--- src/cu_pkg.sv ---
`default_nettype none

package cu_pkg;

    // host control word and field widths
    typedef logic [31:0] ctrl_word_t;
    typedef logic [11:0] chan_cnt_t;
    typedef logic [8:0]  ofmap_dim_t;
    typedef logic [1:0]  op_t;

    // compute opcode, low byte of ctrl word 0
    localparam logic [7:0] INST_COMPUTE = 8'd87;

    localparam int MAC_NUM_DEFAULT = 256;

    // one-hot kernel size, bit n means (n+1)x(n+1)
    typedef enum logic [4:0] {
        k1 = 5'b00001,
        k2 = 5'b00010,
        k3 = 5'b00100,
        k4 = 5'b01000,
        k5 = 5'b10000
    } kernel_t;

    // input-map loader
    typedef enum logic [3:0] {
        ld_idle, ld_wait1, ld_load1, ld_wait2, ld_load2,
        ld_wait3, ld_load3, ld_wait4, ld_load4, ld_wait5, ld_load5,
        ld_compute, ld_wait_col, ld_load_col
    } ifmap_state_t;

    // weight read sequencer
    typedef enum logic [4:0] {
        wt_idle, wt_reset_addr,
        wt_k1_0,
        wt_k2_0, wt_k2_1,
        wt_k3_0, wt_k3_1, wt_k3_2,
        wt_k4_0, wt_k4_1, wt_k4_2, wt_k4_3,
        wt_k5_0, wt_k5_1, wt_k5_2, wt_k5_3, wt_k5_4,
        wt_k1_load, wt_k2_load, wt_k3_load, wt_k4_load, wt_k5_load
    } weight_state_t;

endpackage

`default_nettype wire

--- src/cu_cfg_if.sv ---
`timescale 1ns/1ps
`default_nettype none

interface cu_cfg_if;

    logic                compute_active;
    cu_pkg::kernel_t     kernel_size;
    cu_pkg::chan_cnt_t   out_channels;
    cu_pkg::ofmap_dim_t  ofmap_width;

    // decoder side
    modport src (output compute_active, kernel_size, out_channels, ofmap_width);

    // sequencing modules
    modport dst (input compute_active, kernel_size, out_channels, ofmap_width);

    // observation only
    modport mon (input compute_active, kernel_size, out_channels, ofmap_width);

endinterface

`default_nettype wire

--- src/instr_decoder.sv ---
`timescale 1ns/1ps
`default_nettype none

module instr_decoder #(
    parameter int MAC_NUM = cu_pkg::MAC_NUM_DEFAULT
) (
    input  wire cu_pkg::ctrl_word_t ctrl_0,
    input  wire cu_pkg::ctrl_word_t ctrl_1,
    input  wire cu_pkg::ctrl_word_t ctrl_2,
    cu_cfg_if.src                   cfg,
    output cu_pkg::chan_cnt_t       in_channels,
    output cu_pkg::op_t             operation,
    output logic [MAC_NUM-1:0]      mac_enable
);

    logic [7:0] lane_limit;

    //////////////////////////////////////////////////
    // field extraction
    //////////////////////////////////////////////////

    // word 0: opcode, in channels, out channels
    assign cfg.compute_active = (ctrl_0[7:0] == cu_pkg::INST_COMPUTE);
    assign in_channels        = ctrl_0[19:8];
    assign cfg.out_channels   = ctrl_0[31:20];

    // word 1: op code and output map width
    assign operation          = ctrl_1[1:0];
    assign cfg.ofmap_width    = ctrl_1[10:2];

    // word 2: one-hot kernel size
    assign cfg.kernel_size    = cu_pkg::kernel_t'(ctrl_2[4:0]);

    //////////////////////////////////////////////////
    // mac lane mask
    //////////////////////////////////////////////////

    // only the low byte of the channel count selects lanes
    assign lane_limit = in_channels[7:0];

    always_comb begin
        for (int i = 0; i < MAC_NUM; i++) begin
            mac_enable[i] = (i < int'(lane_limit));
        end
    end

endmodule

`default_nettype wire

--- src/ifmap_loader.sv ---
`timescale 1ns/1ps
`default_nettype none

module ifmap_loader (
    input  wire logic clk,
    input  wire logic rst_n,
    cu_cfg_if.dst     cfg,
    input  wire logic ifmap_fifo_empty,
    input  wire logic round_done,
    input  wire logic row_flush,
    input  wire logic layer_last,
    output logic      load_ifmaps,
    output logic      compute_phase,
    output logic      loader_idle
);

    cu_pkg::ifmap_state_t state;
    cu_pkg::ifmap_state_t state_nxt;

    //////////////////////////////////////////////////
    // next state
    //////////////////////////////////////////////////

    always_comb begin
        state_nxt = state;
        case (state)
            cu_pkg::ld_idle:  state_nxt = cu_pkg::ld_wait1;

            // row start, one column per wait/load pair up to k
            cu_pkg::ld_wait1: if (!ifmap_fifo_empty) state_nxt = cu_pkg::ld_load1;
            cu_pkg::ld_load1: state_nxt = (cfg.kernel_size == cu_pkg::k1) ?
                                          cu_pkg::ld_compute : cu_pkg::ld_wait2;
            cu_pkg::ld_wait2: if (!ifmap_fifo_empty) state_nxt = cu_pkg::ld_load2;
            cu_pkg::ld_load2: state_nxt = (cfg.kernel_size == cu_pkg::k2) ?
                                          cu_pkg::ld_compute : cu_pkg::ld_wait3;
            cu_pkg::ld_wait3: if (!ifmap_fifo_empty) state_nxt = cu_pkg::ld_load3;
            cu_pkg::ld_load3: state_nxt = (cfg.kernel_size == cu_pkg::k3) ?
                                          cu_pkg::ld_compute : cu_pkg::ld_wait4;
            cu_pkg::ld_wait4: if (!ifmap_fifo_empty) state_nxt = cu_pkg::ld_load4;
            cu_pkg::ld_load4: state_nxt = (cfg.kernel_size == cu_pkg::k4) ?
                                          cu_pkg::ld_compute : cu_pkg::ld_wait5;
            cu_pkg::ld_wait5: if (!ifmap_fifo_empty) state_nxt = cu_pkg::ld_load5;
            cu_pkg::ld_load5: state_nxt = cu_pkg::ld_compute;

            // hold until the weight round for this position is done
            cu_pkg::ld_compute: begin
                if (round_done) begin
                    if (layer_last) begin
                        state_nxt = cu_pkg::ld_idle;
                    end else if (row_flush) begin
                        state_nxt = cu_pkg::ld_wait1;
                    end else begin
                        state_nxt = cu_pkg::ld_wait_col;
                    end
                end
            end

            // next position in the row needs one new column
            cu_pkg::ld_wait_col: if (!ifmap_fifo_empty) state_nxt = cu_pkg::ld_load_col;
            cu_pkg::ld_load_col: state_nxt = cu_pkg::ld_compute;

            default: state_nxt = cu_pkg::ld_idle;
        endcase

        if (!cfg.compute_active) begin
            state_nxt = cu_pkg::ld_idle;
        end
    end

    always_ff @(posedge clk or negedge rst_n) begin
        if (!rst_n) begin
            state <= cu_pkg::ld_idle;
        end else begin
            state <= state_nxt;
        end
    end

    //////////////////////////////////////////////////
    // outputs
    //////////////////////////////////////////////////

    // each load cycle pops one column from the fifo
    always_comb begin
        case (state)
            cu_pkg::ld_load1, cu_pkg::ld_load2, cu_pkg::ld_load3,
            cu_pkg::ld_load4, cu_pkg::ld_load5, cu_pkg::ld_load_col: load_ifmaps = 1'b1;
            default: load_ifmaps = 1'b0;
        endcase
    end

    assign compute_phase = (state == cu_pkg::ld_compute);
    assign loader_idle   = (state == cu_pkg::ld_idle);

endmodule

`default_nettype wire

--- src/weight_sequencer.sv ---
`timescale 1ns/1ps
`default_nettype none

module weight_sequencer (
    input  wire logic clk,
    input  wire logic rst_n,
    cu_cfg_if.dst     cfg,
    input  wire logic compute_phase,
    input  wire logic weight_valid,
    output logic      load_weight_preload,
    output logic      load_weight,
    output logic      bram_port_sel,
    output logic      bram_transfer_start,
    output logic      round_done
);

    cu_pkg::weight_state_t state;
    cu_pkg::weight_state_t state_nxt;
    cu_pkg::chan_cnt_t     filter_cnt;
    cu_pkg::chan_cnt_t     filter_cnt_nxt;
    logic                  last_filter;
    logic                  mem_step;
    logic                  pass_step;
    logic                  load_state;

    assign filter_cnt_nxt = filter_cnt + cu_pkg::chan_cnt_t'(1);
    assign last_filter    = (filter_cnt_nxt == cfg.out_channels);

    //////////////////////////////////////////////////
    // next state
    //////////////////////////////////////////////////

    always_comb begin
        state_nxt = state;
        case (state)
            cu_pkg::wt_idle: if (compute_phase) state_nxt = cu_pkg::wt_reset_addr;

            cu_pkg::wt_reset_addr: begin
                case (cfg.kernel_size)
                    cu_pkg::k2: state_nxt = cu_pkg::wt_k2_0;
                    cu_pkg::k3: state_nxt = cu_pkg::wt_k3_0;
                    cu_pkg::k4: state_nxt = cu_pkg::wt_k4_0;
                    cu_pkg::k5: state_nxt = cu_pkg::wt_k5_0;
                    default:    state_nxt = cu_pkg::wt_k1_0;
                endcase
            end

            // even steps read memory, odd steps use the other port
            cu_pkg::wt_k1_0: if (weight_valid) state_nxt = cu_pkg::wt_k1_load;

            cu_pkg::wt_k2_0: if (weight_valid) state_nxt = cu_pkg::wt_k2_1;
            cu_pkg::wt_k2_1: state_nxt = cu_pkg::wt_k2_load;

            cu_pkg::wt_k3_0: if (weight_valid) state_nxt = cu_pkg::wt_k3_1;
            cu_pkg::wt_k3_1: state_nxt = cu_pkg::wt_k3_2;
            cu_pkg::wt_k3_2: if (weight_valid) state_nxt = cu_pkg::wt_k3_load;

            cu_pkg::wt_k4_0: if (weight_valid) state_nxt = cu_pkg::wt_k4_1;
            cu_pkg::wt_k4_1: state_nxt = cu_pkg::wt_k4_2;
            cu_pkg::wt_k4_2: if (weight_valid) state_nxt = cu_pkg::wt_k4_3;
            cu_pkg::wt_k4_3: state_nxt = cu_pkg::wt_k4_load;

            cu_pkg::wt_k5_0: if (weight_valid) state_nxt = cu_pkg::wt_k5_1;
            cu_pkg::wt_k5_1: state_nxt = cu_pkg::wt_k5_2;
            cu_pkg::wt_k5_2: if (weight_valid) state_nxt = cu_pkg::wt_k5_3;
            cu_pkg::wt_k5_3: state_nxt = cu_pkg::wt_k5_4;
            cu_pkg::wt_k5_4: if (weight_valid) state_nxt = cu_pkg::wt_k5_load;

            // after the last filter the round ends
            cu_pkg::wt_k1_load: state_nxt = last_filter ? cu_pkg::wt_idle : cu_pkg::wt_k1_0;
            cu_pkg::wt_k2_load: state_nxt = last_filter ? cu_pkg::wt_idle : cu_pkg::wt_k2_0;
            cu_pkg::wt_k3_load: state_nxt = last_filter ? cu_pkg::wt_idle : cu_pkg::wt_k3_0;
            cu_pkg::wt_k4_load: state_nxt = last_filter ? cu_pkg::wt_idle : cu_pkg::wt_k4_0;
            cu_pkg::wt_k5_load: state_nxt = last_filter ? cu_pkg::wt_idle : cu_pkg::wt_k5_0;

            default: state_nxt = cu_pkg::wt_idle;
        endcase

        if (!cfg.compute_active) begin
            state_nxt = cu_pkg::wt_idle;
        end
    end

    always_ff @(posedge clk or negedge rst_n) begin
        if (!rst_n) begin
            state <= cu_pkg::wt_idle;
        end else begin
            state <= state_nxt;
        end
    end

    //////////////////////////////////////////////////
    // filter counter
    //////////////////////////////////////////////////

    always_ff @(posedge clk or negedge rst_n) begin
        if (!rst_n) begin
            filter_cnt <= '0;
        end else if (state == cu_pkg::wt_idle) begin
            filter_cnt <= '0;
        end else if (load_state) begin
            filter_cnt <= filter_cnt_nxt;
        end
    end

    //////////////////////////////////////////////////
    // step decode and outputs
    //////////////////////////////////////////////////

    always_comb begin
        mem_step   = 1'b0;
        pass_step  = 1'b0;
        load_state = 1'b0;
        case (state)
            cu_pkg::wt_k1_0, cu_pkg::wt_k2_0, cu_pkg::wt_k3_0, cu_pkg::wt_k3_2,
            cu_pkg::wt_k4_0, cu_pkg::wt_k4_2, cu_pkg::wt_k5_0, cu_pkg::wt_k5_2,
            cu_pkg::wt_k5_4: mem_step = 1'b1;
            cu_pkg::wt_k2_1, cu_pkg::wt_k3_1, cu_pkg::wt_k4_1, cu_pkg::wt_k4_3,
            cu_pkg::wt_k5_1, cu_pkg::wt_k5_3: pass_step = 1'b1;
            cu_pkg::wt_k1_load, cu_pkg::wt_k2_load, cu_pkg::wt_k3_load,
            cu_pkg::wt_k4_load, cu_pkg::wt_k5_load: load_state = 1'b1;
            default: ;
        endcase
    end

    // memory steps preload only on the valid cycle
    assign load_weight_preload = (mem_step & weight_valid) | pass_step;
    assign bram_port_sel       = pass_step;
    assign load_weight         = load_state;
    assign bram_transfer_start = (state == cu_pkg::wt_reset_addr);
    assign round_done          = load_state & last_filter;

endmodule

`default_nettype wire

--- src/ofmap_tracker.sv ---
`timescale 1ns/1ps
`default_nettype none

module ofmap_tracker (
    input  wire logic clk,
    input  wire logic rst_n,
    cu_cfg_if.dst     cfg,
    input  wire logic loader_idle,
    input  wire logic round_done,
    output logic      row_flush,
    output logic      layer_last
);

    cu_pkg::ofmap_dim_t col_cnt;
    cu_pkg::ofmap_dim_t row_cnt;
    cu_pkg::ofmap_dim_t width_m1;

    assign width_m1 = cfg.ofmap_width - cu_pkg::ofmap_dim_t'(1);

    //////////////////////////////////////////////////
    // position counters
    //////////////////////////////////////////////////

    // square output map, rows counted on each column wrap
    always_ff @(posedge clk or negedge rst_n) begin
        if (!rst_n) begin
            col_cnt <= '0;
            row_cnt <= '0;
        end else if (loader_idle) begin
            col_cnt <= '0;
            row_cnt <= '0;
        end else if (round_done) begin
            if (row_flush) begin
                col_cnt <= '0;
                row_cnt <= row_cnt + cu_pkg::ofmap_dim_t'(1);
            end else begin
                col_cnt <= col_cnt + cu_pkg::ofmap_dim_t'(1);
            end
        end
    end

    // last column of a row, then last position of the layer
    assign row_flush  = (col_cnt == width_m1);
    assign layer_last = row_flush && (row_cnt == width_m1);

endmodule

`default_nettype wire

--- src/conv_control_unit.sv ---
`timescale 1ns/1ps
`default_nettype none

module conv_control_unit #(
    parameter int MAC_NUM = cu_pkg::MAC_NUM_DEFAULT
) (
    input  wire logic               clk,
    input  wire logic               rst_n,
    input  wire cu_pkg::ctrl_word_t ctrl_0,
    input  wire cu_pkg::ctrl_word_t ctrl_1,
    input  wire cu_pkg::ctrl_word_t ctrl_2,
    input  wire logic               ifmap_fifo_empty,
    input  wire logic               weight_valid,
    output logic                    layer_finish,
    output logic [MAC_NUM-1:0]      mac_enable,
    output cu_pkg::op_t             operation,
    output cu_pkg::kernel_t         kernel_size,
    output cu_pkg::chan_cnt_t       in_channels,
    output cu_pkg::chan_cnt_t       out_channels,
    output logic                    load_ifmaps,
    output logic                    load_weight_preload,
    output logic                    load_weight,
    output logic                    bram_port_sel,
    output logic                    bram_transfer_start
);

    logic compute_phase;
    logic loader_idle;
    logic round_done;
    logic row_flush;
    logic layer_last;

    cu_cfg_if cfg ();

    instr_decoder #(
        .MAC_NUM (MAC_NUM)
    ) u_decoder (
        .ctrl_0      (ctrl_0),
        .ctrl_1      (ctrl_1),
        .ctrl_2      (ctrl_2),
        .cfg         (cfg.src),
        .in_channels (in_channels),
        .operation   (operation),
        .mac_enable  (mac_enable)
    );

    ifmap_loader u_loader (
        .clk              (clk),
        .rst_n            (rst_n),
        .cfg              (cfg.dst),
        .ifmap_fifo_empty (ifmap_fifo_empty),
        .round_done       (round_done),
        .row_flush        (row_flush),
        .layer_last       (layer_last),
        .load_ifmaps      (load_ifmaps),
        .compute_phase    (compute_phase),
        .loader_idle      (loader_idle)
    );

    weight_sequencer u_weights (
        .clk                 (clk),
        .rst_n               (rst_n),
        .cfg                 (cfg.dst),
        .compute_phase       (compute_phase),
        .weight_valid        (weight_valid),
        .load_weight_preload (load_weight_preload),
        .load_weight         (load_weight),
        .bram_port_sel       (bram_port_sel),
        .bram_transfer_start (bram_transfer_start),
        .round_done          (round_done)
    );

    ofmap_tracker u_tracker (
        .clk         (clk),
        .rst_n       (rst_n),
        .cfg         (cfg.dst),
        .loader_idle (loader_idle),
        .round_done  (round_done),
        .row_flush   (row_flush),
        .layer_last  (layer_last)
    );

    // last weight load of the last output position
    assign layer_finish = round_done & layer_last;

    assign kernel_size  = cfg.kernel_size;
    assign out_channels = cfg.out_channels;

endmodule

`default_nettype wire

--- config.mk ---
export PLATFORM = sky130hd
export DESIGN_NAME = conv_control_unit
export DESIGN_NICKNAME = d
export VERILOG_FILES = /design/src/cu_pkg.sv /design/src/cu_cfg_if.sv /design/src/instr_decoder.sv /design/src/ifmap_loader.sv /design/src/weight_sequencer.sv /design/src/ofmap_tracker.sv /design/src/conv_control_unit.sv
export SDC_FILE = /design/constraint.sdc
export NUM_CORES = 1
export LEC_CHECK = 0
export BUFFER_PORTS_ARGS = -buffer_cell sky130_fd_sc_hd__buf_2
export CAP_MARGIN = 20
export CORE_AREA = 4 4 151 153
export DETAILED_ROUTE_END_ITERATION = 8
export DIE_AREA = 0 0 155 157
export SYNTH_ARGS = -nofsm -noshare
export SYNTH_HDL_FRONTEND = slang
export SYNTH_SLANG_ARGS = --single-unit
--- constraint.sdc ---
create_clock -name clk -period 8.6 [get_ports clk]
set_input_delay 1.72 -clock clk [delete_from_list [all_inputs] [get_ports clk]]
set_output_delay 1.72 -clock clk [all_outputs]
set_load 0.03 [all_outputs]
==> out/metrics.csv, run 1 <==
stage,metric,value,unit
run_status,status,finished clean,
yosys,synth-simple-area-share,30.4,%
clocking,cts_setup_buffers,0,
yosys,synth_mux_area_share,0.528,%
yosys,synth_ff_type,dfrtp_1,
clocking,cts_buffers,5,
yosys,synth.distinct_cells,68,
yosys,yosysTopAreaCell,dfrtp_1,
critical_path,cp-end-kind,output port,
pwr,vdd_ir_drop_max,0.0750,mV
global_route,grt_antenna_before_repair,0,
critical_path,critPathTopFamily,simple AND/OR/NAND/NOR gates,
clocking,cts_root_buf,clkbuf_16,
critical_path,worstPathRequired,6.88,ns
global_route,globalRouteTotalUtil,21.9,%
sta,final.setup.tns,0,ns
yosys,synth_top_family_by_area,compound AO/OA/AOI/OAI gates,
yosys,async_flop_share,100,%
clocking,cts_resized,0,
die,io_pins,393,
routing,wl_per_cell,20.3,µm
yosys,synthTopCellsByArea,"dfrtp_1 17%, a21oi_1 14%, o21ai_0 8.4%, nand2_1 7.2%, nor2_1 6.7%",
critical_path,max_stage_delay,0.47,ns
routing,drt_drc_violations_left,0,
sta,skew,0.00409,ns
critical_path,cp_num_buf_inv,3,
critical_path,path_cells,buf_2 -> inv_1 -> ha_1 -> nor2b_1 -> xnor2_1 -> o41a_1 -> nor4_4 -> nand4_4 -> nor2_1 -> buf_2,
yosys,postSynthAreaPerCell,6.24,µm²
die,fp.dieH,157,µm
finish,final_util,34.5,%
clocking,clkLatencyLatePin,0.28,ns
global_route,grt_first_pass_wirelength,42.6,mm
die,dieArea,24300,µm²
global_route,grt_overflow,0,
global_route,grt_max_degree,49,
pwr,cellLeakagePower,0.00344,µW
finish,nNetsFinal,1254,
placement,placedCellCount,1421,
yosys,syn_inst,911,
yosys,synth_seq_area_share,17.2,%
yosys,syn_nets,1015,
yosys,synth-seq-cells,39,
run,maxCapViolCount,0,
sta,setup_viol,0,
clocking,htree_levels,2,
sta,finalCriticalPeriod,5.95,ns
finish,fin_cells,1431,
sta,rsz0062_at_grt,false,
finish,diodes,0,
pwr,power_density,107,nW/µm²
routing,drt-pass1-iter-count,5,
critical_path,critPathSlowestCell,nor4_4,
routing,postRouteAntennaNets,0,
die,die_w,155,µm
yosys,synth_compound_area_share,32.5,%
global_route,grt_pass1_vias,7201,
pwr,power,792,µW
routing,vias,7879,
clocking,cts_hold_buf,0,
clocking,numClockSinks,39,
sta,min_period_over_period,69.2,%
placement,dp_hpwl,22.7,mm
yosys,synth_edf_count,0,
die,coreArea,21600,µm²
finish,n_fill_cell,2440,
yosys,synth_fa_ha_area_share,0.880,%
clocking,cts_buffer_depth,2,
yosys,synth_top_area_share,17.2,%
finish,drive_gt1_share,32.2,%
critical_path,critPathArrivalTime,4.23,ns
die,num_rows,54,
sta,tightest_slew,1.17,ns
die,start_util,26.4,%
yosys,yosys_warnings,0,
placement,gp_congestion,0.962,
yosys,synth-xor-area-share,6.56,%
routing,routed_wl,29.1,mm
clocking,cts_tree,built,
critical_path,crit_fanout,18,
min_path,hp-class,register to register,
yosys,netlist_area,5690,µm²
clocking,cts.reportedPaths.clkPinSlew,0.06,ns
sta,timing.final.hold_violations,0,
sta,max_freq,168,MHz
placement,numPortBuffers,331,
critical_path,critPathMostFrequentCell,buf_2,
sta,slew_headroom,21.9,%
routing,via_per_inst,5.51,
critical_path,crit_path_start_kind,primary input,
finish,syn2layout_area_growth,30.8,%
critical_path,path_class,primary input to output port,
routing,first_iter_violations,684,
sta,slew_viol_final,0,
## stage by stage
stage / setup slack, ns / hold WS (ns) / cell area (µm²)
6_report: 2.65 / 0.525 / 7440
5_1_grt: 2.35 / 0.542 / 7440
4_1_cts: 2.61 / 0.523 / 7420
3_5_place_dp: 2.62 / 0.514 / 7250
3_3_place_gp: 2.63 / 0.494 / 7250
2_1_floorplan: 2.82 / 0.470 / 5690
## worst reg2reg max path, delay by kind of cell, from the launching register on
| kind | cells | cell delay [ns] |
|---|---|---|
| AND/OR/NAND/NOR | 4 | 1.72 |
| flip-flops | 1 | 0.76 |
| buffers and inverters | 1 | 0.61 |
| AO/OA/AOI/OAI | 1 | 0.15 |
## final cells by class
cell class                      count  area (µm²)  share of cell area, %
Sequential cell                    39         976                   13.1
Clock buffer                        5         125                   1.68
Inverter                           33         124                   1.67
Clock inverter                      3        43.8                  0.589
Tap cell                          280         350                   4.71
Multi-Input combinational cell    726        4060                   54.6
Timing Repair Buffer              345        1760                   23.7
## Yosys cell counts, drive strengths merged (2+ instances only)
master	count
nand3b	3
nand2	109
and4	6
or3	13
dfrtp	39
o41ai	2
o21a	2
nand4b	3
o32ai	2
nand4	10
o31ai	10
a221oi	3
clkinv	2
ha	4
nor2	102
a31oi	15
a21oi	155
a22oi	2
o22ai	6
nand2b	9
and2	10
a22o	5
clkbuf	67
nor4	12
or4	5
a2111oi	2
nor3	20
o211ai	5
buf	46
o21ai	98
xor2	18
a311o	2
and3	7
a211oi	4
nor2b	8
xnor2	22
nand3	19
or2	6
mux2i	3
inv	31
a21o	4
## sequential cells by signal, indices dropped and copies added, names as in the netlist
| name | cells |
|---|---|
| u_weights.filter_cnt | 12 |
| u_tracker.col_cnt | 9 |
| u_tracker.row_cnt | 9 |
| u_weights.state | 5 |
| u_loader.state | 4 |
## metal layers
metal	part of all wire (%)	global-route usage (%)	vias up	routed length [µm]
met5	0	0	-	0
met1	41	29.6	3737	11900
met4	3.4	7.99	0	1000
li1	-	-	3661	-
met2	47	35.2	428	13600
met3	8.9	3.68	53	2580
## path summary, 6_finish.rpt
check	start	endpoint	slack [ns]	cells after the start
setup / recovery	ctrl_1[2]	layer_finish	2.65	10
hold / removal	u_weights.filter_cnt[10]	u_weights.filter_cnt[10]	0.52	1
setup reg to reg	u_weights.state[1]	u_tracker.col_cnt[8]	5.28	6
hold reg to reg	u_weights.filter_cnt[10]	u_weights.filter_cnt[10]	0.52	1
max in group asynchronous	rst_n	u_tracker.row_cnt[8]	6.47	1
min in group asynchronous	rst_n	u_weights.filter_cnt[3]	1.56	1
## cell usage in the layout (no fill, tap or decap), types with 4 or more instances in the layout
cell type and instances:
buf_2 331, a21oi_1 155, nand2_1 109, nor2_1 101, o21ai_0 96, dfrtp_1 39
inv_1 31, xnor2_1 22, nand3_1 19, nor3_1 18, xor2_1 18, a31oi_1 15
buf_4 14, or3_1 13, o31ai_1 10, nand2b_1 9, and2_1 9, nand4_1 9
nor2b_1 8, and3_1 7, or2_2 6, o22ai_1 6, nor4_1 6, and4_1 6
o211ai_1 5, a22o_1 5, or4_1 5, clkbuf_16 5, a211oi_1 4, a21o_1 4
ha_1 4
## report_power, final
part / total [µW] / switching, µW / internal, µW
logic: 394 / 302 / 92.7
registers: 184 / 0.0733 / 183
clock network: 214 / 77.4 / 137
## cells by family (layout without fill, tap and decap cells)
| kind of cell | count (synthesis) | in the layout |
|---|---|---|
| other | 1 | 1 |
| AND/OR/NAND/NOR | 349 | 349 |
| buffers and inverters | 146 | 386 |
| XOR/XNOR | 41 | 41 |
| multiplexers | 3 | 3 |
| AO/OA/AOI/OAI | 328 | 328 |
| flip-flops | 39 | 39 |
| adder cells (fa/ha/maj) | 4 | 4 |
No activity file was read; power rests on OpenSTA's default activity.
==> inputs of run 2 (changes only) <==
--- a/config.mk
+++ b/config.mk
@@ -7,9 +7,9 @@
 export LEC_CHECK = 0
 export BUFFER_PORTS_ARGS = -buffer_cell sky130_fd_sc_hd__buf_2
 export CAP_MARGIN = 20
-export CORE_AREA = 4 4 151 153
+export CORE_AREA = 4 4 150 152
 export DETAILED_ROUTE_END_ITERATION = 8
-export DIE_AREA = 0 0 155 157
+export DIE_AREA = 0 0 154 156
 export SYNTH_ARGS = -nofsm -noshare
 export SYNTH_HDL_FRONTEND = slang
 export SYNTH_SLANG_ARGS = --single-unit
==> constraint.sdc (replaced) <==
create_clock -name clk -period 4.8 [get_ports clk]
set_input_delay 0.96 -clock clk [delete_from_list [all_inputs] [get_ports clk]]
set_output_delay 0.96 -clock clk [all_outputs]
set_load 0.03 [all_outputs]
==> out/metrics.csv, run 2 (synthesis gave the netlist of run 1 again) <==
stage,metric,value,unit
run_status,status,finished clean,
clocking,htree_levels,2,
global_route,grt_antenna_before_repair,0,
routing,via_per_inst,5.43,
sta,max_freq,235,MHz
routing,drt_drc_violations_left,0,
clocking,clkLatencyLatePin,0.28,ns
critical_path,path_class,primary input to output port,
finish,final_common_cell,buf_2,
pwr,power_density,185,nW/µm²
sta,slew_headroom,29.7,%
clocking,cts_tree,built,
die,coreArea,21000,µm²
routing,first_iter_violations,620,
finish,diodes,0,
clocking,cts_resized,0,
sta,finalCriticalPeriod,4.25,ns
sta,setup_viol,0,
global_route,grt_max_degree,41,
finish,multi_input_area,4050,µm²
finish,final_util,35.6,%
die,io_pins,393,
sta,rsz0062_at_grt,false,
global_route,grt_pass1_vias,7180,
routing,routed_wl,29.6,mm
critical_path,cp-end-kind,output port,
clocking,cts_hold_buf,0,
critical_path,critPathArrivalTime,3.29,ns
critical_path,worstPathRequired,3.84,ns
pwr,vdd_ir_drop_max,0.122,mV
min_path,hp-class,register to register,
placement,dp_hpwl,23.2,mm
clocking,cts_setup_buffers,0,
finish,drive_gt1_share,32.7,%
clocking,numClockSinks,39,
critical_path,critPathTopFamily,simple AND/OR/NAND/NOR gates,
finish,nNetsFinal,1264,
die,start_util,27.1,%
routing,wl_per_cell,20.6,µm
sta,tightest_slew,1.05,ns
sta,skew,0.00430,ns
critical_path,max_stage_delay,0.48,ns
global_route,busiest_layer,met2,
clocking,cts_root_buf,clkbuf_16,
global_route,grt_overflow,0,
global_route,use_met1,30.0,%
die,dieArea,24000,µm²
sta,final.setup.tns,0,ns
placement,gp_congestion,0.946,
finish,largest_register,u_weights.filter_cnt,
critical_path,critPathSlowestCell,nor4_4,
finish,regArea,976,µm²
finish,n_fill_cell,2356,
critical_path,critPathMostFrequentCell,buf_2,
global_route,met2_usage,35.4,%
sta,timing.final.hold_violations,0,
sta,min_period_over_period,88.6,%
routing,vias,7791,
pwr,cellLeakagePower,0.00348,µW
global_route,globalRouteTotalUtil,22.8,%
routing,drt-pass1-iter-count,6,
placement,numPortBuffers,331,
clocking,cts.reportedPaths.clkPinSlew,0.06,ns
finish,reg_top3,"u_weights.filter_cnt (12), u_tracker.col_cnt (9), u_tracker.row_cnt (9)",
clocking,cts_buffer_depth,2,
global_route,grt_first_pass_wirelength,43.6,mm
die,die_w,154,µm
finish,layout_common_cells,"331 x buf_2, 155 x a21oi_1, 109 x nand2_1, 100 x nor2_1, 96 x o21ai_0",
critical_path,path_cells,buf_2 -> inv_1 -> ha_1 -> nor2b_1 -> xnor2_1 -> o41a_1 -> nor4_4 -> nand4_4 -> nor2_1 -> buf_2,
die,num_rows,53,
clocking,cts_buffers,5,
finish,syn2layout_area_growth,31.6,%
critical_path,crit_path_start_kind,primary input,
sta,slew_viol_final,0,
routing,postRouteAntennaNets,0,
finish,largest_register_ffs,12,
global_route,use_met3,6.27,%
die,fp.dieH,156,µm
run,maxCapViolCount,0,
critical_path,cp_num_buf_inv,3,
critical_path,crit_fanout,6,
## run 2: final cells by class
cell class,instances,area share (%)
Multi-Input combinational cell,726,54.2
Timing Repair Buffer,355,24.5
Sequential cell,39,13.0
Tap cell,275,4.60
Clock buffer,7,1.91
Inverter,33,1.65
Clock inverter,1,0.117
## run 2: final timing paths
path,startpoint,endpoint,slack [ns],cells after the start
max in group asynchronous,rst_n,u_tracker.row_cnt[8],3.43,1
worst max-delay path,ctrl_1[2],layer_finish,0.55,10
worst min register to register,u_weights.filter_cnt[11],u_weights.filter_cnt[11],0.51,1
worst max register to register,u_weights.filter_cnt[0],u_tracker.col_cnt[8],1.57,8
min in group asynchronous,rst_n,u_weights.filter_cnt[4],0.80,1
worst min-delay path,u_weights.filter_cnt[11],u_weights.filter_cnt[11],0.51,1
## run 2: power by group
part,switching (µW),internal [µW]
sequential,0.125,329
combinational,543,170
clock,136,208
## run 2: stage by stage
step,total power [µW],hold slack (ns),worst slack [ns],std cells,area [µm²]
after global routing,1440,0.531,0.392,1436,7490
after floorplan,814,0.470,0.542,911,5690
after global placement,1040,0.494,0.590,1427,7330
after detailed placement,1040,0.504,0.583,1428,7330
final,1390,0.508,0.546,1436,7490
after CTS,1390,0.512,0.577,1436,7490
## run 2: layer usage
metal / share of wire [%] / vias up
met5: 0 / -
met4: 3.8 / 0
met3: 10 / 60
met2: 45 / 451
met1: 40 / 3598
li1: - / 3682
